**config.mk**
```make
export PLATFORM = sky130hd
export DESIGN_NAME = cache_tag_array
export DESIGN_NICKNAME = d
export VERILOG_FILES = /design/src/data_cache_pkg.sv /design/src/cache_tag_array.sv
export SDC_FILE = /design/constraint.sdc
export NUM_CORES = 2
export LEC_CHECK = 0
export BUFFER_PORTS_ARGS = -buffer_cell sky130_fd_sc_hd__buf_2
export CAP_MARGIN = 10
export CORE_ASPECT_RATIO = 0.75
export CORE_UTILIZATION = 35
export DETAILED_ROUTE_END_ITERATION = 6
export GPL_TIMING_DRIVEN = 0
export PLACE_DENSITY = 0.53
export SETUP_SLACK_MARGIN = 0.2
export SLEW_MARGIN = 5
export SYNTH_ARGS = -nofsm -noshare
export SYNTH_HDL_FRONTEND = slang
export SYNTH_SLANG_ARGS = --single-unit
```
**constraint.sdc**
```tcl
create_clock -name clk -period 6.2 [get_ports clk]
set_input_delay 1.55 -clock clk [delete_from_list [all_inputs] [get_ports clk]]
set_output_delay 1.55 -clock clk [all_outputs]
set_load 0.02 [all_outputs]
```
**src/data_cache_pkg.sv**
```systemverilog
// Cache geometry, field widths, vector types, request enums and the request and lookup structs.
`default_nettype none

package data_cache_pkg;

    // ------------------------------------------------------------------
    // Geometry.
    // ------------------------------------------------------------------
    localparam int ADDR_WIDTH  = 32;
    localparam int WORD_WIDTH  = 32;
    localparam int SET_COUNT   = 16;
    localparam int WAYS        = 4;
    localparam int BLOCK_WORDS = 4;

    // Derived widths.
    localparam int BYTES_PER_WORD  = WORD_WIDTH / 8;
    localparam int BLOCK_WIDTH     = WORD_WIDTH * BLOCK_WORDS;
    localparam int BYTES_PER_BLOCK = BLOCK_WIDTH / 8;
    localparam int INDEX_WIDTH     = $clog2(SET_COUNT);
    localparam int OFFSET_WIDTH    = $clog2(BLOCK_WORDS);
    localparam int BYTE_OFF_WIDTH  = $clog2(BYTES_PER_WORD);
    localparam int TAG_WIDTH       = ADDR_WIDTH - INDEX_WIDTH - OFFSET_WIDTH - BYTE_OFF_WIDTH;
    localparam int WAY_WIDTH       = $clog2(WAYS);

    // ------------------------------------------------------------------
    // Vector types.
    // ------------------------------------------------------------------
    typedef logic [ADDR_WIDTH-1:0]      addr_t;
    typedef logic [WORD_WIDTH-1:0]      word_t;
    typedef logic [BLOCK_WIDTH-1:0]     block_t;
    typedef logic [TAG_WIDTH-1:0]       tag_t;
    typedef logic [INDEX_WIDTH-1:0]     index_t;
    typedef logic [OFFSET_WIDTH-1:0]    offset_t;
    typedef logic [WAY_WIDTH-1:0]       way_t;
    typedef logic [WAY_WIDTH-1:0]       age_t;    // 0 is the oldest way.
    typedef logic [BYTES_PER_BLOCK-1:0] byte_en_t;

    // Request kind.
    typedef enum logic [1:0] {
        OP_LOAD   = 2'd0,
        OP_STORE  = 2'd1,
        OP_REFILL = 2'd2
    } cache_op_e;

    // Store size.
    typedef enum logic [1:0] {
        SZ_BYTE = 2'd0,
        SZ_HALF = 2'd1,
        SZ_WORD = 2'd2
    } store_size_e;

    // Decoded request, shared by all arrays.
    typedef struct packed {
        logic      valid;
        cache_op_e op;
        tag_t      tag;
        index_t    index;
        offset_t   offset;
        byte_en_t  byte_en;
        block_t    wdata;    // Store data replicated into every lane.
        block_t    block;    // Refill data.
    } cache_req_t;

    // Tag lookup result.
    typedef struct packed {
        logic hit;
        way_t hit_way;
        logic dirty;
    } lookup_t;

endpackage

`default_nettype wire
```
**src/cache_tag_array.sv**
```systemverilog
// Tag, valid and dirty storage with per-way hit detection and victim status.
`timescale 1ns/1ns
`default_nettype none

module cache_tag_array (
    input  logic                       clk,
    input  logic                       arstn,
    input  data_cache_pkg::cache_req_t i_req,
    input  data_cache_pkg::way_t       i_victim_way,
    output data_cache_pkg::lookup_t    o_lookup,
    output logic                       o_victim_dirty,
    output logic                       o_victim_valid
);

    // ------------------------------------------------------------------
    // Storage.
    // ------------------------------------------------------------------
    data_cache_pkg::tag_t                tag_mem [data_cache_pkg::SET_COUNT][data_cache_pkg::WAYS];
    logic [data_cache_pkg::WAYS-1:0]     valid_q [data_cache_pkg::SET_COUNT];
    logic [data_cache_pkg::WAYS-1:0]     dirty_q [data_cache_pkg::SET_COUNT];

    logic [data_cache_pkg::WAYS-1:0]     hit_vec;
    data_cache_pkg::way_t                hit_way;
    logic                                store_hit;
    logic                                refill;

    // ------------------------------------------------------------------
    // Lookup.
    // ------------------------------------------------------------------
    always_comb begin
        for (int w = 0; w < data_cache_pkg::WAYS; w++) begin
            hit_vec[w] = valid_q[i_req.index][w] && (tag_mem[i_req.index][w] == i_req.tag);
        end
    end

    // Lowest matching way wins.
    always_comb begin
        hit_way = '0;
        for (int w = data_cache_pkg::WAYS - 1; w >= 0; w--) begin
            if (hit_vec[w]) begin
                hit_way = data_cache_pkg::way_t'(w);
            end
        end
    end

    assign o_lookup.hit     = |hit_vec;
    assign o_lookup.hit_way = hit_way;
    assign o_lookup.dirty   = o_lookup.hit && dirty_q[i_req.index][hit_way];

    assign o_victim_dirty = dirty_q[i_req.index][i_victim_way];
    assign o_victim_valid = valid_q[i_req.index][i_victim_way];

    assign store_hit = i_req.valid && (i_req.op == data_cache_pkg::OP_STORE) && o_lookup.hit;
    assign refill    = i_req.valid && (i_req.op == data_cache_pkg::OP_REFILL);

    // ------------------------------------------------------------------
    // Update.
    // ------------------------------------------------------------------
    always_ff @(posedge clk) begin
        if (refill) begin
            tag_mem[i_req.index][i_victim_way] <= i_req.tag;
        end
    end

    always_ff @(posedge clk or negedge arstn) begin
        if (!arstn) begin
            for (int s = 0; s < data_cache_pkg::SET_COUNT; s++) begin
                valid_q[s] <= '0;
                dirty_q[s] <= '0;
            end
        end else if (refill) begin
            valid_q[i_req.index][i_victim_way] <= 1'b1;
            dirty_q[i_req.index][i_victim_way] <= 1'b0;
        end else if (store_hit) begin
            dirty_q[i_req.index][hit_way] <= 1'b1;
        end
    end

endmodule

`default_nettype wire

```
==> out/results.ini <==
[run_status]
status=complete, but fails checks
violations=design-rule violations, negative setup slack

[die]
fp.dieH_um=381
start_util_pct=35.4
die_area_um2=194000
boundaryPins=315
rows=138
fp.dieW_um=508
core_area_um2=190000

[flow_run]
cap_violations=0

[critical_path]
crit_fanout=41
end_kind=output pin
worst_r2r_path_depth=12
cp.arrival_ns=5.35
worstSetupStartpointType=primary input
path_class=primary input to output pin
crit_required_ns=4.65

[timing]
max_slew_margin_pct=4.34
rsz0062_at_grt=yes
period_share_pct=111
period_minus_slack_ns=6.90
hold_violations=0
setup_ws_ns=-0.701
drv_slew=0
max_freq_mhz=145
setup_viol=5
tightest_slew_ns=1.43
clock_skew_ns=0.0365

[detailed_routing]
vias_per_cell=6.09
via_count=39100
wl_per_cell_um=39.3
drtPass1Iterations=7
drt_iter0_drc=7101
drt_wl_total_um=252000
postRouteAntennaNets=0
route.detailed.drc=1

[cells_and_area]
final_cells=6417
fill_cells=16500
fin_nets=4078
ff_latch_area_um2=49300
syn_to_final_growth_pct=21.5
multi_input_area_um2=17500
drive_gt1_share_pct=33.4

[clocking]
cts_root_buf=clkbuf_16
clkSinkCount=1664
cts_tree=yes
clkSlewWorstSetupHoldPaths_ns=0.06
clock_path_buffers=3
numCtsBuffers=160
h-tree-depth=4
clk_latency_ns=0.83

[hold_path]
hold_class=flip-flop to flip-flop
whs_path_depth=1

[logic_synthesis]
yosysSeqAreaShare_pct=73.5
ys.flop_type=edfxtp_1
synth_edf_count=1536
ys_types=77
netlist_area_um2=67100
synth_top_area_cell=edfxtp_1
async_flop_share_pct=7.69
syn-num-nets=3655
synth_area_leaders=edfxtp_1, mux4_2, dfrtp_1, mux2i_1, xnor2_1
netlist.area_leader.share_pct=68.7
yosys_warnings=0
synth_cells=3346
syn_area_per_cell_um2=20.1
synth_seq_cells=1664

[placed_design]
placedCellCount=5986
numPortBuffers=38
hpwl_um=164000
place_congestion=0.950

[global_routing]
grt_max_degree=87
antenna_found_initial=9
grt_usage_pct=25.8
grt.overflow.total=0
grt_pass1_wl_um=332000
first_global_vias=35900

[power]
power_w=0.0241
p_leak_nw=26.9
powerDensity_nw_per_um2=296
ir_worst_vdd_uv=275

==> cell type report <==
type	instances	share of cell area [%]
clock buffers	202	5.22
flip-flops and latches	1664	60.5
well taps	2520	3.87
plain buffers	195	3.47
clock inverters	81	0.979
multi-input cells	1441	21.5
repair buffers	267	4.23
diodes	7	0.0215
inverters	40	0.219
==> worst max-delay path, cell delays in order <==
cell	delay, ns
buf_4	0.28
buf_16	0.24
buf_1	1.09
xor2_2	0.22
a2111oi_4	0.58
nand4_2	0.25
buf_6	0.18
nor4_4	0.43
a211oi_4	0.15
o22ai_2	0.14
buf_6	0.14
==> final timing paths <==
path,start,slack [ns],end
worst min-delay path,valid_q[33]$_DFFE_PN0P_,0.46,valid_q[33]$_DFFE_PN0P_
max in group asynchronous,arstn,4.66,valid_q[44]$_DFFE_PN0P_
worst max register to register,tag_mem[12][77]$_DFFE_PP_,2.57,dirty_q[16]$_DFFE_PN0P_
worst min register to register,valid_q[33]$_DFFE_PN0P_,0.46,valid_q[33]$_DFFE_PN0P_
worst max-delay path,i_req[282],-0.70,o_lookup[0]
min in group asynchronous,arstn,0.68,dirty_q[56]$_DFFE_PN0P_
==> flip-flops by register name (all words and copies together), names as in the netlist <==
signal / flops
tag_mem: 1536
dirty_q: 64
valid_q: 64
==> synth_stat cells (47+ instances only) <==
library cell and number:
edfxtp_1 1536, mux4_2 398, mux2i_1 197, dfrtp_1 128
nand2_1 94, xnor2_1 93, o21ai_0 92, nor2_1 85
clkbuf_1 63, or2_2 51, nand3_1 50, buf_2 47
==> per-layer routing <==
| metal | vias up | track usage [%] | routed length [µm] |
|---|---|---|---|
| met5 | - | 0 | 0 |
| met4 | 0 | 6.62 | 6540 |
| met3 | 369 | 8.85 | 34100 |
| met2 | 2778 | 34.9 | 103000 |
| met1 | 21300 | 39.1 | 108000 |
| li1 | 14700 | - | - |
==> through the flow <==
| stage | cell area (µm²) | hold slack, ns | worst slack (ns) | utilization, % | TNS [ns] |
|---|---|---|---|---|---|
| global placement | 70600 | 0.443 | -4.04 | 37.2 | -1847.30 |
| finish | 81500 | 0.460 | -0.701 | 43.0 | -2.57 |
| floorplan | 67300 | 0.429 | 0.109 | - | 0 |
| global route | 81500 | 0.472 | -0.653 | 43.0 | -2.33 |
| CTS | 80300 | 0.463 | -0.648 | 42.4 | -2.36 |
| detailed placement | 72800 | 0.448 | -3.52 | 38.4 | -145.24 |
==> timing repair <==
| item | 4_1_cts | 5_1_grt |
|---|---|---|
| hold buffers | 0 | 0 |
| buffers inserted | 61 | 83 |
| pin swaps | 20 | 19 |
| hold endpoints to repair | 0 | 0 |
| gates resized for setup | 455 | 103 |
| setup endpoints to repair | 70 | 6 |
| cloned | 1 | 2 |
==> placed cells by master (no fill, tap or decap), types with 12 or more instances in the layout <==
master and count:
mux4_2 398, a221oi_1 14, a21oi_1 36, mux2_2 14, bufinv_16 12, mux2i_2 15, xnor2_1 87, clkinv_2 25
buf_4 147, nand3_1 47, inv_1 14, o31ai_2 12, nand2b_1 18, clkbuf_2 15, buf_6 39, nor2_4 50
buf_16 63, buf_2 15, mux2i_4 20, clkbuf_8 15, o22ai_1 18, clkbuf_16 165, o21ai_0 85, o2bb2ai_1 20
clkinv_1 30, buf_12 102, buf_8 26, mux2i_1 162, o31ai_1 28, nor2_1 33, a22o_1 12, a22oi_1 25
or2_2 51, xor2_1 15, clkbuf_1 61, nand2_1 93, inv_2 16, dfrtp_1 128, edfxtp_1 1536
==> logic make-up after synthesis <==
family                 count (synthesis)  share of synthesized area, %
buffers and inverters                241                          2.08
flip-flops                          1664                          73.5
AND/OR/NAND/NOR                      357                          2.62
AO/OA/AOI/OAI                        365                          3.86
XOR/XNOR                             110                          1.44
multiplexers                         609                          16.5
==> power breakdown <==
| group | switching [W] | internal (W) |
|---|---|---|
| Sequential | 0.0000210 | 0.0123 |
| Clock | 0.00440 | 0.00537 |
| Combinational | 0.00128 | 0.000754 |
| Total | 0.00571 | 0.0184 |
No activity file was read; power rests on OpenSTA's default activity.
