## config.mk

```make
export PLATFORM = sky130hd
export DESIGN_NAME = cache_req_decode
export DESIGN_NICKNAME = d
export VERILOG_FILES = /design/src/data_cache_pkg.sv /design/src/cache_req_decode.sv
export SDC_FILE = /design/constraint.sdc
export NUM_CORES = 1
export LEC_CHECK = 0
export ABC_CLOCK_PERIOD_IN_PS = 1500
export BUFFER_PORTS_ARGS = -buffer_cell sky130_fd_sc_hd__clkbuf_2
export CORE_AREA = 3 3 194 196
export DETAILED_ROUTE_END_ITERATION = 16
export DIE_AREA = 0 0 197 199
export PLACE_DENSITY_LB_ADDON = 0.15
export SLEW_MARGIN = 20
export SYNTH_ARGS = -nofsm -noshare
export SYNTH_HDL_FRONTEND = slang
export SYNTH_SLANG_ARGS = --single-unit
```

## constraint.sdc

```tcl
create_clock -name vclk -period 1.5
set_input_delay 0.3 -clock vclk [all_inputs]
set_output_delay 0.3 -clock vclk [all_outputs]
set_load 0.05 [all_outputs]
```

## src/data_cache_pkg.sv

```systemverilog
// Cache geometry, field widths, vector types, request enums and the request and lookup structs.
`default_nettype none

package data_cache_pkg;

    // ------------------------------------------------------------------
    // Geometry.
    // ------------------------------------------------------------------
    localparam int ADDR_WIDTH  = 32;
    localparam int WORD_WIDTH  = 32;
    localparam int SET_COUNT   = 16;
    localparam int WAYS        = 4;
    localparam int BLOCK_WORDS = 4;

    // Derived widths.
    localparam int BYTES_PER_WORD  = WORD_WIDTH / 8;
    localparam int BLOCK_WIDTH     = WORD_WIDTH * BLOCK_WORDS;
    localparam int BYTES_PER_BLOCK = BLOCK_WIDTH / 8;
    localparam int INDEX_WIDTH     = $clog2(SET_COUNT);
    localparam int OFFSET_WIDTH    = $clog2(BLOCK_WORDS);
    localparam int BYTE_OFF_WIDTH  = $clog2(BYTES_PER_WORD);
    localparam int TAG_WIDTH       = ADDR_WIDTH - INDEX_WIDTH - OFFSET_WIDTH - BYTE_OFF_WIDTH;
    localparam int WAY_WIDTH       = $clog2(WAYS);

    // ------------------------------------------------------------------
    // Vector types.
    // ------------------------------------------------------------------
    typedef logic [ADDR_WIDTH-1:0]      addr_t;
    typedef logic [WORD_WIDTH-1:0]      word_t;
    typedef logic [BLOCK_WIDTH-1:0]     block_t;
    typedef logic [TAG_WIDTH-1:0]       tag_t;
    typedef logic [INDEX_WIDTH-1:0]     index_t;
    typedef logic [OFFSET_WIDTH-1:0]    offset_t;
    typedef logic [WAY_WIDTH-1:0]       way_t;
    typedef logic [WAY_WIDTH-1:0]       age_t;    // 0 is the oldest way.
    typedef logic [BYTES_PER_BLOCK-1:0] byte_en_t;

    // Request kind.
    typedef enum logic [1:0] {
        OP_LOAD   = 2'd0,
        OP_STORE  = 2'd1,
        OP_REFILL = 2'd2
    } cache_op_e;

    // Store size.
    typedef enum logic [1:0] {
        SZ_BYTE = 2'd0,
        SZ_HALF = 2'd1,
        SZ_WORD = 2'd2
    } store_size_e;

    // Decoded request, shared by all arrays.
    typedef struct packed {
        logic      valid;
        cache_op_e op;
        tag_t      tag;
        index_t    index;
        offset_t   offset;
        byte_en_t  byte_en;
        block_t    wdata;    // Store data replicated into every lane.
        block_t    block;    // Refill data.
    } cache_req_t;

    // Tag lookup result.
    typedef struct packed {
        logic hit;
        way_t hit_way;
        logic dirty;
    } lookup_t;

endpackage

`default_nettype wire
```

## src/cache_req_decode.sv

```systemverilog
// Request decode: address fields, store byte-enable mask and lane-replicated store data.
`timescale 1ns/1ns
`default_nettype none

module cache_req_decode (
    input  logic                        i_req_valid,
    input  data_cache_pkg::cache_op_e   i_req_op,
    input  data_cache_pkg::store_size_e i_req_size,
    input  data_cache_pkg::addr_t       i_req_addr,
    input  data_cache_pkg::word_t       i_req_wdata,
    input  data_cache_pkg::block_t      i_req_block,
    output data_cache_pkg::cache_req_t  o_req
);

    logic [data_cache_pkg::BYTE_OFF_WIDTH-1:0] byte_off;
    logic [data_cache_pkg::BYTES_PER_WORD-1:0] word_be;
    data_cache_pkg::word_t                     lane_word;

    assign byte_off = i_req_addr[data_cache_pkg::BYTE_OFF_WIDTH-1:0];

    // Byte lanes within the word, aligned down to the natural boundary.
    always_comb begin
        case (i_req_size)
            data_cache_pkg::SZ_BYTE: begin
                word_be   = 4'b0001 << byte_off;
                lane_word = {4{i_req_wdata[7:0]}};
            end
            data_cache_pkg::SZ_HALF: begin
                word_be   = 4'b0011 << {byte_off[1], 1'b0};
                lane_word = {2{i_req_wdata[15:0]}};
            end
            default: begin
                word_be   = 4'b1111;
                lane_word = i_req_wdata;
            end
        endcase
    end

    // Address split and block-wide fields.
    always_comb begin
        o_req.valid   = i_req_valid;
        o_req.op      = i_req_op;
        o_req.tag     = i_req_addr[data_cache_pkg::ADDR_WIDTH-1 -: data_cache_pkg::TAG_WIDTH];
        o_req.index   = i_req_addr[data_cache_pkg::BYTE_OFF_WIDTH + data_cache_pkg::OFFSET_WIDTH
                                   +: data_cache_pkg::INDEX_WIDTH];
        o_req.offset  = i_req_addr[data_cache_pkg::BYTE_OFF_WIDTH +: data_cache_pkg::OFFSET_WIDTH];
        o_req.byte_en = data_cache_pkg::byte_en_t'(word_be)
                        << (o_req.offset * data_cache_pkg::BYTES_PER_WORD);
        o_req.wdata   = {data_cache_pkg::BLOCK_WORDS{lane_word}};
        o_req.block   = i_req_block;
    end

endmodule

`default_nettype wire

```

==> flow_summary.yaml, run 1 <==
grt:
  grt_pass1_wl_mm: 16.3
  antenna_found_initial: 0
  grt_max_degree: 17
  grt_pass1_vias: 1630
  grt-ovfl-total: 0
  track_usage_pct: 5.99
timing:
  setup_viol: 69
  rsz0062_at_grt: "true"
  slew_headroom_pct: 81.2
  fin_crit_sh_pct: 105
  holdWs_ns: 0.600
  finalSetupTns_ns: -3.10
  fin_crit_ns: 1.58
  timing.final.ws_setup_ns: -0.0774
  drv_slew: 0
  hold_viol: 0
  tightest_slew_ns: 0.284
  max_clock_freq_mhz: 634
finish:
  layout.cells.non_filler: 750
  final_cell_mix: "70 x clkbuf_2, 45 x clkbuf_8, 33 x buf_12"
  diodes: 0
  fin_area_sq_mm: 0.00382
  final_common_cell: "clkbuf_2"
  seq_cell_count: 0
  areaGrowthSynthToFinish_pct: 53.3
  final.clkbuf_count: 0
  seq_area_sq_um: 0
  nNetsFinal: 481
  drive_gt1_share_pct: 95.0
worst_hold_path:
  min-delay-path-class: "input port to primary output"
  min_path_cells: 0
synthesis:
  syn_area_sq_mm: 0.00249
  ys_warn_count: 0
  synth_nets: 533
  synth-seq-area-share_pct: 0
  synth_cell_types: 13
  postSynthAreaPerCell_sq_um: 7.41
  syn_inst: 336
drt:
  wl_per_cell_um: 17.9
  wl_mm: 13.4
  dr.pass1.iters: 3
  drc: 0
  vias: 1676
  ant_nets: 0
  vias_per_cell: 2.23
  drt_iter0_markers: 25
worst_setup_path:
  endpoint: "o_req[259]"
  cp.arrival_ns: 1.28
  path_depth: 6
  worst-path-max-fanout: 5
  critical_path_buf_inv_count: 3
  crit_start: "i_req_size[0]"
  startpoint_type: "input port"
  crit_slowest_cell: "or2_2"
  critPathKind: "input port to primary output"
  cp_cell_sequence: "clkbuf_16 -> or2_2 -> a21oi_2 -> buf_6 -> nor3_4 -> clkbuf_8"
  cp_top_family: "buffers and inverters"
  critPathCaptureType: "primary output"
  cpPeakStageDelay_ns: 0.33
  worstPathRequired_ns: 1.20
power_and_ir_drop:
  seqPwrFrac_pct: 0
  power_mw: 2.34
  p_int_uw: 908
  swShare_pct: 61.2
  ir_drop_uv: 124
  p_comb_share_pct: 100.0
  p_leak_nw: 1.61
  p_sw_mw: 1.43
  power_density_mw_per_mm2: 613
  clkPwrFrac_pct: 0
run_status:
  violations: "negative setup slack"
  status: "finished with violations"
floorplan:
  die_h_um: 199
  io_pins: 502
  die_width_um: 197
  num_rows: 70
  initial_core_util_pct: 6.87
  die_area_sq_mm: 0.0392
  core_area_sq_mm: 0.0363
run:
  cap_violations: 0
cts:
  holdBufCountCts: 0
place:
  port_buffers: 184
  gp_congestion: 0.713
  place_inst: 748
  post-dp-hpwl_mm: 12.5
  placed_cell_area_sq_mm: 0.00287
==> synthesized netlist by cell type <==
cell type | n | area share, %
or2_2 | 1 | 0.25
nor3_1 | 4 | 0.80
mux2i_1 | 8 | 3.2
a21oi_2 | 4 | 1.4
buf_4 | 268 | 81
inv_1 | 1 | 0.15
mux2_2 | 16 | 7.2
buf_2 | 1 | 0.20
o21ai_0 | 8 | 1.6
nand2_1 | 9 | 1.4
nor2_1 | 12 | 1.8
nor2_4 | 1 | 0.45
nand2b_1 | 3 | 0.75
==> per-layer routing <==
metal / track usage, % / vias to the layer above / wire length (um)
li1: - / 673 / -
met1: 3.48 / 677 / 2650
met2: 12.2 / 272 / 7430
met3: 5.17 / 54 / 2730
met4: 2.40 / 0 / 585
met5: 0 / - / 0
==> metrics by stage <==
step	util [%]	setup slack [ns]
after global placement	7.93	-0.248
after CTS	10.4	-0.104
after detailed placement	7.93	-0.284
after floorplan	-	-0.0829
after global routing	10.5	-0.105
final	10.5	-0.0774
==> cell families (layout without fill, tap and decap cells) <==
| group | Yosys count | after routing | synth area share [%] |
|---|---|---|---|
| buffers and inverters | 270 | 216 | 81.1 |
| and+or+nand+nor | 30 | 30 | 5.42 |
| muxes | 24 | 24 | 10.4 |
| AOI/OAI and AO/OA | 12 | 12 | 3.01 |
==> worst min-delay path by stage <==
| stage | startpoint | slack (ns) | to |
|---|---|---|---|
| after CTS | i_req_block[108] | 0.60 | o_req[108] |
| final | i_req_block[101] | 0.60 | o_req[101] |
| after floorplan | i_req_addr[3] | 0.66 | o_req[256] |
| after global placement | i_req_block[108] | 0.60 | o_req[108] |
| after detailed placement | i_req_block[108] | 0.60 | o_req[108] |
| after global routing | i_req_block[101] | 0.60 | o_req[101] |
==> layout make-up <==
| type | count | area [sq um] |
|---|---|---|
| fill | 4182 | 32400 |
| inverter | 1 | 3.75 |
| tap | 468 | 586 |
| timing repair buffer | 215 | 2470 |
| multi-input combinational | 66 | 759 |
==> timing repair <==
action | in CTS | in global routing
gates resized for setup | 197 | 30
hold endpoints to repair | 0 | 0
setup endpoints to repair | 112 | 104
setup buffers | 3 | 0
pin swaps | 9 | 5
==> power by group through the flow <==
stage               Sequential [mW]  Combinational [mW]  Clock (mW)
floorplan                         0                2.77           0
global placement                  0                1.98           0
detailed placement                0                1.96           0
CTS                               0                2.32           0
global route                      0                2.42           0
finish                            0                2.34           0
(Power assumes the default switching activity.)
==> run 2, diff against run 1 <==
--- a/config.mk
+++ b/config.mk
@@ -10,7 +10,6 @@
 export CORE_AREA = 3 3 194 196
 export DETAILED_ROUTE_END_ITERATION = 16
 export DIE_AREA = 0 0 197 199
-export PLACE_DENSITY_LB_ADDON = 0.15
 export SLEW_MARGIN = 20
 export SYNTH_ARGS = -nofsm -noshare
 export SYNTH_HDL_FRONTEND = slang
==> flow_summary.yaml, run 2 (synthesis gave the netlist of run 1 again) <==
timing:
  rsz0062_at_grt: "true"
  setup_viol: 59
  hold_viol: 0
  finalSetupTns_ns: -2.16
  drv_slew: 0
  fin_crit_ns: 1.57
  slew_headroom_pct: 77.1
  tightest_slew_ns: 0.343
  fin_crit_sh_pct: 104
  max_clock_freq_mhz: 639
  timing.final.ws_setup_ns: -0.0651
worst_setup_path:
  cp_cell_sequence: "clkbuf_16 -> buf_8 -> mux2i_4 -> o21ai_4 -> buf_6 -> buf_12"
  critPathCaptureType: "primary output"
  worstPathRequired_ns: 1.20
  startpoint_type: "input port"
  worst-path-max-fanout: 7
  cpPeakStageDelay_ns: 0.23
  critical_path_buf_inv_count: 4
  cp_top_family: "buffers and inverters"
  crit_slowest_cell: "o21ai_4"
  cp.arrival_ns: 1.27
  critPathKind: "input port to primary output"
run_status:
  violations: "negative setup slack"
  status: "finished with violations"
drt:
  drt_iter0_markers: 33
  ant_nets: 0
  vias: 1746
  wl_per_cell_um: 19.8
  dr.pass1.iters: 4
  drc: 0
  vias_per_cell: 2.33
  wl_mm: 14.8
finish:
  fin_util_pct: 10.5
  final.clkbuf_count: 0
  seq_area_sq_um: 0
  nNetsFinal: 480
  final_cell_mix: "75 x clkbuf_2, 34 x clkbuf_8, 33 x buf_8"
  layout.cells.non_filler: 750
  final_common_cell: "clkbuf_2"
  drive_gt1_share_pct: 95.0
  seq_cell_count: 0
  areaGrowthSynthToFinish_pct: 53.0
grt:
  antenna_found_initial: 0
  use_met2_pct: 11.7
  use_met3_pct: 9.38
  grt-ovfl-total: 0
  grt_pass1_wl_mm: 17.4
  grtUsageMet1_pct: 3.04
  busiest_layer: "met2"
  track_usage_pct: 6.51
  grt_max_degree: 17
  grt_pass1_vias: 1603
power_and_ir_drop:
  clkPwrFrac_pct: 0
  swShare_pct: 61.8
  seqPwrFrac_pct: 0
  p_sw_mw: 1.45
  p_leak_nw: 1.64
  ir_drop_uv: 132
  power_density_mw_per_mm2: 615
  p_int_uw: 896
  p_comb_share_pct: 100.0
place:
  port_buffers: 184
  dp_slack_ns: -0.304
  place_inst: 743
  post-dp-hpwl_mm: 12.9
  gp_congestion: 0.707
floorplan:
  num_rows: 70
  die_h_um: 199
  initial_core_util_pct: 6.87
  die_area_sq_mm: 0.0392
  core_area_sq_mm: 0.0363
  io_pins: 502
  die_width_um: 197
run:
  cap_violations: 0
worst_hold_path:
  min-delay-path-class: "input port to primary output"
cts:
  holdBufCountCts: 0
## run 2: cell count changes in the layout (fill, tap and decap cells not counted), moves of 2 or more
cell and change:
clkbuf_8 -11, clkbuf_2 +5, mux2_2 -5, buf_8 +2
mux2_4 +5, buf_12 -15, nor2_4 +6, buf_6 +4
nor2_2 -6, buf_4 +4, clkbuf_16 +11
## run 2: repair_timing
action / 4_1_cts / 5_1_grt
resized for setup: 216 / 64
endpoints found under the setup margin: 106 / 94
gates cloned: 0 / 0
setup buffers: 3 / 3
pin swaps: 9 / 10
## run 2: metal layers
layer / part of all wire, % / vias up
li1: - / 672
met1: 16 / 694
met2: 50 / 334
met3: 31 / 46
met4: 3.3 / 0
met5: 0 / -
## run 2: cell type report
type	count	area, sq um
Inverter	1	3.75
Timing Repair Buffer	214	2420
Fill cell	4087	32400
Multi-Input combinational cell	66	803
Tap cell	468	586
Antenna cell	1	2.50
## run 2: worst paths after layout
| kind | from | cells after the start | endpoint | slack, ns |
|---|---|---|---|---|
| max | i_req_size[0] | 6 | o_req[185] | -0.07 |
| min | i_req_block[112] | 0 | o_req[112] | 0.60 |
## run 2: power groups by stage
stage           Clock (mW)  Combinational, mW  Sequential (mW)
2_1_floorplan            0               2.77                0
3_3_place_gp             0               1.82                0
3_5_place_dp             0               1.83                0
4_1_cts                  0               2.25                0
5_1_grt                  0               2.42                0
6_report       0.000000139               2.34                0
## run 2: through the flow
| step | area, sq um | power (mW) | hold slack (ns) |
|---|---|---|---|
| floorplan | 2890 | 2.77 | 0.663 |
| global placement | 2600 | 1.82 | 0.600 |
| detailed placement | 2600 | 1.83 | 0.600 |
| CTS | 3660 | 2.25 | 0.600 |
| global route | 3810 | 2.42 | 0.600 |
| finish | 3810 | 2.34 | 0.600 |
