File: src/data_cache_pkg.sv
// Cache geometry, field widths, vector types, request enums and the request and lookup structs.
`default_nettype none

package data_cache_pkg;

    // ------------------------------------------------------------------
    // Geometry.
    // ------------------------------------------------------------------
    localparam int ADDR_WIDTH  = 32;
    localparam int WORD_WIDTH  = 32;
    localparam int SET_COUNT   = 16;
    localparam int WAYS        = 4;
    localparam int BLOCK_WORDS = 4;

    // Derived widths.
    localparam int BYTES_PER_WORD  = WORD_WIDTH / 8;
    localparam int BLOCK_WIDTH     = WORD_WIDTH * BLOCK_WORDS;
    localparam int BYTES_PER_BLOCK = BLOCK_WIDTH / 8;
    localparam int INDEX_WIDTH     = $clog2(SET_COUNT);
    localparam int OFFSET_WIDTH    = $clog2(BLOCK_WORDS);
    localparam int BYTE_OFF_WIDTH  = $clog2(BYTES_PER_WORD);
    localparam int TAG_WIDTH       = ADDR_WIDTH - INDEX_WIDTH - OFFSET_WIDTH - BYTE_OFF_WIDTH;
    localparam int WAY_WIDTH       = $clog2(WAYS);

    // ------------------------------------------------------------------
    // Vector types.
    // ------------------------------------------------------------------
    typedef logic [ADDR_WIDTH-1:0]      addr_t;
    typedef logic [WORD_WIDTH-1:0]      word_t;
    typedef logic [BLOCK_WIDTH-1:0]     block_t;
    typedef logic [TAG_WIDTH-1:0]       tag_t;
    typedef logic [INDEX_WIDTH-1:0]     index_t;
    typedef logic [OFFSET_WIDTH-1:0]    offset_t;
    typedef logic [WAY_WIDTH-1:0]       way_t;
    typedef logic [WAY_WIDTH-1:0]       age_t;    // 0 is the oldest way.
    typedef logic [BYTES_PER_BLOCK-1:0] byte_en_t;

    // Request kind.
    typedef enum logic [1:0] {
        OP_LOAD   = 2'd0,
        OP_STORE  = 2'd1,
        OP_REFILL = 2'd2
    } cache_op_e;

    // Store size.
    typedef enum logic [1:0] {
        SZ_BYTE = 2'd0,
        SZ_HALF = 2'd1,
        SZ_WORD = 2'd2
    } store_size_e;

    // Decoded request, shared by all arrays.
    typedef struct packed {
        logic      valid;
        cache_op_e op;
        tag_t      tag;
        index_t    index;
        offset_t   offset;
        byte_en_t  byte_en;
        block_t    wdata;    // Store data replicated into every lane.
        block_t    block;    // Refill data.
    } cache_req_t;

    // Tag lookup result.
    typedef struct packed {
        logic hit;
        way_t hit_way;
        logic dirty;
    } lookup_t;

endpackage

`default_nettype wire
File: src/cache_lru.sv
// Per-set way ages, victim selection and age update on each touch.
`timescale 1ns/1ns
`default_nettype none

module cache_lru (
    input  logic                       clk,
    input  logic                       arstn,
    input  data_cache_pkg::cache_req_t i_req,
    input  data_cache_pkg::lookup_t    i_lookup,
    output data_cache_pkg::way_t       o_victim_way
);

    data_cache_pkg::age_t age_q [data_cache_pkg::SET_COUNT][data_cache_pkg::WAYS];

    logic                 touch_en;
    data_cache_pkg::way_t touch_way;
    data_cache_pkg::age_t touch_age;

    // ------------------------------------------------------------------
    // Victim is the way whose age is zero.
    // ------------------------------------------------------------------
    always_comb begin
        o_victim_way = '0;
        for (int w = 0; w < data_cache_pkg::WAYS; w++) begin
            if (age_q[i_req.index][w] == '0) begin
                o_victim_way = data_cache_pkg::way_t'(w);
            end
        end
    end

    // Hits on load or store touch the hit way, a refill touches the victim.
    always_comb begin
        touch_en  = 1'b0;
        touch_way = i_lookup.hit_way;
        if (i_req.valid) begin
            case (i_req.op)
                data_cache_pkg::OP_LOAD,
                data_cache_pkg::OP_STORE: touch_en = i_lookup.hit;
                data_cache_pkg::OP_REFILL: begin
                    touch_en  = 1'b1;
                    touch_way = o_victim_way;
                end
                default: touch_en = 1'b0;
            endcase
        end
    end

    assign touch_age = age_q[i_req.index][touch_way];

    // ------------------------------------------------------------------
    // Age update.
    // ------------------------------------------------------------------
    always_ff @(posedge clk or negedge arstn) begin
        if (!arstn) begin
            for (int s = 0; s < data_cache_pkg::SET_COUNT; s++) begin
                for (int w = 0; w < data_cache_pkg::WAYS; w++) begin
                    age_q[s][w] <= data_cache_pkg::age_t'(w);
                end
            end
        end else if (touch_en) begin
            for (int w = 0; w < data_cache_pkg::WAYS; w++) begin
                if (data_cache_pkg::way_t'(w) == touch_way) begin
                    age_q[i_req.index][w] <= data_cache_pkg::age_t'(data_cache_pkg::WAYS - 1);
                end else if (age_q[i_req.index][w] > touch_age) begin
                    age_q[i_req.index][w] <= age_q[i_req.index][w] - 1'b1;
                end
            end
        end
    end

endmodule

`default_nettype wire

File: config.mk
export PLATFORM = sky130hd
export DESIGN_NAME = cache_lru
export DESIGN_NICKNAME = d
export VERILOG_FILES = /design/src/data_cache_pkg.sv /design/src/cache_lru.sv
export SDC_FILE = /design/constraint.sdc
export NUM_CORES = 1
export LEC_CHECK = 0
export BUFFER_PORTS_ARGS = -buffer_cell sky130_fd_sc_hd__buf_2
export CORE_AREA = 2 2 123 125
export CTS_CLUSTER_SIZE = 14
export DETAILED_ROUTE_END_ITERATION = 12
export DIE_AREA = 0 0 125 127
export GPL_ROUTABILITY_DRIVEN = 0
export HOLD_SLACK_MARGIN = 0.05
export PLACE_DENSITY = 0.8
export SLEW_MARGIN = 20
export SYNTH_ARGS = -nofsm -noshare
export SYNTH_HDL_FRONTEND = slang
export SYNTH_SLANG_ARGS = --single-unit
File: constraint.sdc
create_clock -name clk -period 10.4 [get_ports clk]
set_clock_uncertainty 0.2 [all_clocks]
set_input_delay 0 -clock clk [delete_from_list [all_inputs] [get_ports clk]]
set_output_delay 0 -clock clk [all_outputs]
set_load 0.01 [all_outputs]
==> key figures, run 1 <==
Placement
  – Final HPWL DP: 11570 um
  – DP Area: 6924 um^2
  – Inst Count DP: 721
  – PortBufs: 13

Clocking
  – CTS resizes: 0
  – Worst skew pair latency: 430 ps
  – TritonCTS clock tree: built
  – Htree depth: 4
  – Root buf cell: clkbuf_16
  – Clk slew on worst S/H paths: 50 ps
  – Cts hold-fix bufs: 2
  – CTS buffer count: 17
  – TritonCTS Sinks: 128
  – Clock buffer depth: 2
  – Postcts setup bufs: 0

Detailed routing
  – First-pass DRT Iterations: 7
  – Antenna viol nets, final: 0
  – Wire per inst: 24.18 um
  – DR DRC count: 0
  – Via density: 6.928
  – Routed wire length: 18260 um
  – Initial DRC Count: 773
  – Vias: 5231

Timing
  – Max_slew headroom: 16.47%
  – Worst slew pin tran: 1248 ps
  – Final setup vio count: 0
  – Final Hold Viols: 0
  – Peak Freq: 0.1889 GHz
  – Final Max Tran Viols: 0
  – Final min period: 5293 ps
  – Fin Setup TNS: 0 ps
  – Setup repair after global routing missed its margin: no
  – Final Cycle Share: 50.89%

Logic synthesis
  – Yosys top cell by area: dfstp_2
  – Number of flops mapped to enable cells by yosys: 0
  – Yosys warns: 0
  – #FFs+latches synth: 128
  – Post-synthesis sequential area ratio: 48.22%
  – Top FF cell, synth: dfstp_2
  – Netlist cell types: 51
  – Area share of the largest cell type after synthesis: 24.70%
  – Main area contributors after synthesis: dfstp_2 25%, dfrtp_1 24%, mux4_2 12%, a31oi_1 5.1%, a2bb2oi_1 4.4%
  – Post-Syn Area: 6809 um^2
  – Mean Syn Cell Area: 12.05 um^2
  – Top post-synthesis cells by count: 64 x dfrtp_1, 64 x dfstp_2, 55 x a31oi_1, 44 x a21oi_1, 35 x mux4_2
  – Syn_nets: 883
  – Async S/R FF share, synth: 100.0%
  – Synthesized netlist cell count: 565

Die
  – Die Ht: 127 um
  – Row count: 44
  – Core Footprint: 14420 um^2
  – Die Wd: 125 um
  – I/O pins: 313
  – Starting Density: 47.21%
  – Full die area: 15880 um^2

Critical path
  – Kind of critical path: in2reg
  – Crit end category: flop
  – CP arrival: 5440 ps
  – Worst Setup Start Kind: input port
  – Required @ worst endpoint: 10550 ps
  – FF-to-FF path depth: 13
  – CP startpoint: i_req[276]
  – Crit Path Max Fanout: 31
  – Reg2reg start: age_q[98]

Finish
  – Ant diodes: 0
  – Final instance count without filler cells: 755
  – Max FFs per register: 128
  – Filler instances: 1189
  – Largest Register: age_q
  – Synthesis-to-finish area growth: 10.86%
  – Top flop regs: age_q x128
  – Post-route cell area: 7548 um^2
  – Final Util: 52.33%
  – Nets@finish: 876
  – Share of layout cells above drive strength 1: 30.30%

Pwr
  – PwrDens: 311.3 nW/um^2
  – Power, Total: 2.349 mW
  – VDD IR max: 0.0001740 V
  – Lkg Pwr: 3.104 nW

Worst hold path
  – HP Start: i_lookup[2]
  – Min-Delay Path Class: in2reg
  – Hold Path Depth: 4

Global routing
  – Gr ovfl total: 0
  – Vias in the first global route: 5326
  – Largest net degree at the start of global routing: 78
  – GRT Util Overall: 23.63%
  – Initial antenna violation count: 0
  – First-pass GRT wire length: 28950 um

Run
  – Max Cap Viol: 0

Status
  – Outcome: finished, final reports clean
-- routing by layer --
metal | share of wire [%] | vias to the layer above | track usage (%)
met5 | 0 | - | 0
met4 | 4.9 | 0 | 13.99
met3 | 9.6 | 71 | 6.114
met2 | 46 | 302 | 36.13
met1 | 39 | 2664 | 30.64
li1 | - | 2194 | -
-- final timing paths --
path	end	slack, ps
max reg2reg	age_q[108]	5130
max	age_q[108]	5110
min	age_q[48]	230
max in group asynchronous	age_q[2]	8730
min reg2reg	age_q[47]	280
min in group asynchronous	age_q[76]	260
-- cell type report --
type | count | area, um^2 | share of cell area (%)
multi-input cells | 371 | 3227 | 42.75
repair buffers | 23 | 147.6 | 1.956
inverters | 17 | 63.81 | 0.8454
well taps | 184 | 230.2 | 3.050
clock inverters | 2 | 10.01 | 0.1326
flip-flops and latches | 128 | 3283 | 43.49
clock buffers | 30 | 586.8 | 7.774
-- critical path, cell delays in order --
cell and delay (ps):
buf_2 680, mux4_1 670, mux4_2 560, inv_1 130
ha_1 210, nor3_1 70, mux2_2 440, a221oi_1 750
ha_1 350, nor2_1 140, nor2_1 80, o21bai_1 770
and3_1 350, a2bb2oi_1 190
-- power breakdown --
part,leakage (nW),internal [mW],total (mW),switching [mW]
registers,1.47,0.799,0.919,0.120
logic,1.33,0.356,0.840,0.485
clock network,0.297,0.377,0.590,0.213
-- cell families after synthesis --
family                     synth area share (%)
buffers and inverters                     4.594
muxes                                     16.46
AOI/OAI and AO/OA                         20.78
DFF                                       48.22
adders and majority gates                 1.929
and+or+nand+nor                           8.012
-- through the flow --
step                      hold slack, ps  setup WS, ps
after global routing               297.9          4882
after detailed placement          -153.6          4805
final                              232.5          5107
after global placement            -155.8          4887
after floorplan                   -495.6          5337
after CTS                          220.9          5197
-- layout by cell type (no fill, tap or decap), drive strengths merged, types with 3 or more instances in the layout --
cell type,instances
a22oi,4
nor3,7
mux2,19
buf,21
o21ai,9
o32a,3
or3,4
and3,25
a31oi,55
ha,7
nor2b,4
inv,17
mux2i,4
a222oi,4
dfrtp,64
o21a,9
mux4,38
a2bb2oi,34
a21oi,52
nor4,3
maj3,4
clkbuf,30
nor2,18
dfstp,64
o22a,22
and2,3
nand2,20
nand2b,7
Power figures use the tool's default switching activity.
==> inputs of run 2 (changes only) <==
CORE_AREA = not set   (was 2 2 123 125)
CORE_MARGIN = 1.5   (was not set)
CORE_UTILIZATION = 48   (was not set)
DIE_AREA = not set   (was 0 0 125 127)
PLACE_DENSITY = 0.82   (was 0.8)
clock period = 5.1 ns   (was 10.4 ns; I/O delays follow)
==> run 2 against run 1 <==
Net effect: clock power rose by 100%; core utilization rose by 2.8 points; count of clock-buffer cells in the layout fell by 3; combinational power rose by 110%; sequential power rose by 110%; sequential share of layout area fell by 0.58 points; non-clock buffer count rose by 17; setup slack got worse by 4800 ps.
==> key figures, run 2 (synthesis results as in run 1) <==
Die
  – I/O pins: 313
  – Core Footprint: 13880 um^2
  – Starting Density: 49.05%
  – Full die area: 14910 um^2
  – Row count: 43
  – Die Ht: 122.1 um
  – Die Wd: 122.1 um

Timing
  – Max_slew headroom: 18.98%
  – Setup repair after global routing missed its margin: no
  – Fin Setup TNS: 0 ps
  – Final Max Tran Viols: 0
  – Worst setup margin: 267.8 ps
  – Peak Freq: 0.2069 GHz
  – Final setup vio count: 0
  – Hold_ws: 69.05 ps
  – Final Cycle Share: 94.75%
  – Final min period: 4832 ps
  – Worst slew pin tran: 1211 ps
  – Final Hold Viols: 0

Critical path
  – Required @ worst endpoint: 5210 ps
  – Worst Setup Start Kind: flop
  – Delay-heaviest family, CP: multiplexers
  – Worst path slowest cell: mux4_2
  – Crit Path Max Fanout: 18
  – Biggest cell delay along the critical path: 560 ps
  – Kind of critical path: reg2reg
  – CP arrival: 4940 ps
  – Crit end category: flop
  – WP buf/inv: 2
  – Worst path cell trace: mux4_1, mux4_2, inv_1, ha_1, or3b_2, mux2_2, o22ai_1, a221oi_1, ha_1, nor2_1, maj3_4, nand2_1, buf_4, o22a_1
  – Reg2reg setup slack: 270 ps
  – Worst path most repeated cell: ha_1

Finish
  – Commonest cells after routing, fill and taps aside: 64 x dfstp_2, 64 x dfrtp_1, 55 x a31oi_1, 44 x a21oi_1, 35 x mux4_2
  – Nets@finish: 893
  – Largest Register: age_q
  – Ant diodes: 0
  – Final Util: 55.12%
  – Final instance count without filler cells: 768
  – Max FFs per register: 128
  – Share of layout cells above drive strength 1: 32.14%
  – Top flop regs: age_q x128
  – Post-route cell area: 7651 um^2
  – Synthesis-to-finish area growth: 12.37%

Global routing
  – Vias in the first global route: 5388
  – Largest net degree at the start of global routing: 81
  – First-pass GRT wire length: 29410 um
  – Gr ovfl total: 0
  – Initial antenna violation count: 0
  – GRT Util Overall: 26.52%

Placement
  – Final HPWL DP: 12160 um
  – Inst Count DP: 735
  – Pre-CTS WS: 199.4 ps
  – PortBufs: 13
  – DP Area: 7066 um^2

Detailed routing
  – Wire per inst: 24.39 um
  – Antenna viol nets, final: 0
  – DR DRC count: 0
  – Initial DRC Count: 756
  – Via density: 6.892
  – Routed wire length: 18730 um
  – Vias: 5293
  – First-pass DRT Iterations: 7

Worst hold path
  – Min-Delay Path Class: in2async

Status
  – Outcome: finished, final reports clean

Clocking
  – CTS buffer count: 17
  – CTS resizes: 0
  – Htree depth: 4
  – Clk slew on worst S/H paths: 50 ps
  – Root buf cell: clkbuf_16
  – Clock buffer depth: 2
  – TritonCTS Sinks: 128
  – Worst skew pair latency: 430 ps
  – TritonCTS clock tree: built

Pwr
  – Lkg Pwr: 3.165 nW
  – VDD IR max: 0.0004233 V
  – PwrDens: 633.8 nW/um^2
  – Power, Total: 4.849 mW

Run
  – Max Cap Viol: 0
[run 2: changes by cell type in the layout (fill, tap and decap cells not counted), moves of 2 or more]
cell,change
clkbuf_16,-2
clkbuf_1,+3
buf_4,+18
bufinv_16,+2
clkbuf_8,-4
[run 2: worst paths after layout]
kind | start | endpoint | depth (start not counted)
max | age_q[85] | age_q[54] | 14
min | arstn | age_q[85] | 2
max reg2reg | age_q[85] | age_q[54] | 14
min reg2reg | age_q[79] | age_q[79] | 1
max in group asynchronous | arstn | age_q[26] | 3
min in group clk | i_req[276] | age_q[78] | 4
[run 2: layer usage]
| metal | share of wire (%) | vias to the layer above | wire length [um] | track usage (%) |
|---|---|---|---|---|
| met5 | 0 | - | 0 | 0 |
| met4 | 4.9 | 0 | 914 | 15.19 |
| met3 | 9.9 | 72 | 1862 | 7.350 |
| met2 | 48 | 316 | 8901 | 41.05 |
| met1 | 38 | 2674 | 7054 | 33.62 |
| li1 | - | 2231 | - | - |
[run 2: layout make-up]
type	instances	area [um^2]
timing repair buffer	40	272.8
clock inverter	5	77.57
clock buffer	27	493.0
fill	1154	6230
multi-input combinational	371	3236
sequential	128	3283
tap	180	225.2
inverter	17	63.81
[run 2: power breakdown]
part / switching, mW / total [mW] / internal (mW)
Sequential: 0.259 / 1.89 / 1.63
Clock: 0.435 / 1.19 / 0.756
Combinational: 0.993 / 1.77 / 0.776
Total: 1.69 / 4.85 / 3.16
[run 2: repair_timing]
| action | CTS | global route |
|---|---|---|
| buffers inserted | 0 | 0 |
| hold endpoints to repair | 79 | 0 |
| hold buffers | 1 | 0 |
| endpoints found under the setup margin | 0 | 0 |
[run 2: worst register-to-register path, cell delays in order (launching register included)]
cell      delay, ps
dfrtp_1         380
mux4_1          500
mux4_2          560
inv_1           130
ha_1            210
or3b_2          470
mux2_2          320
o22ai_1         190
a221oi_1        140
ha_1            370
nor2_1          180
maj3_4          370
nand2_1         230
buf_4           240
o22a_1          230
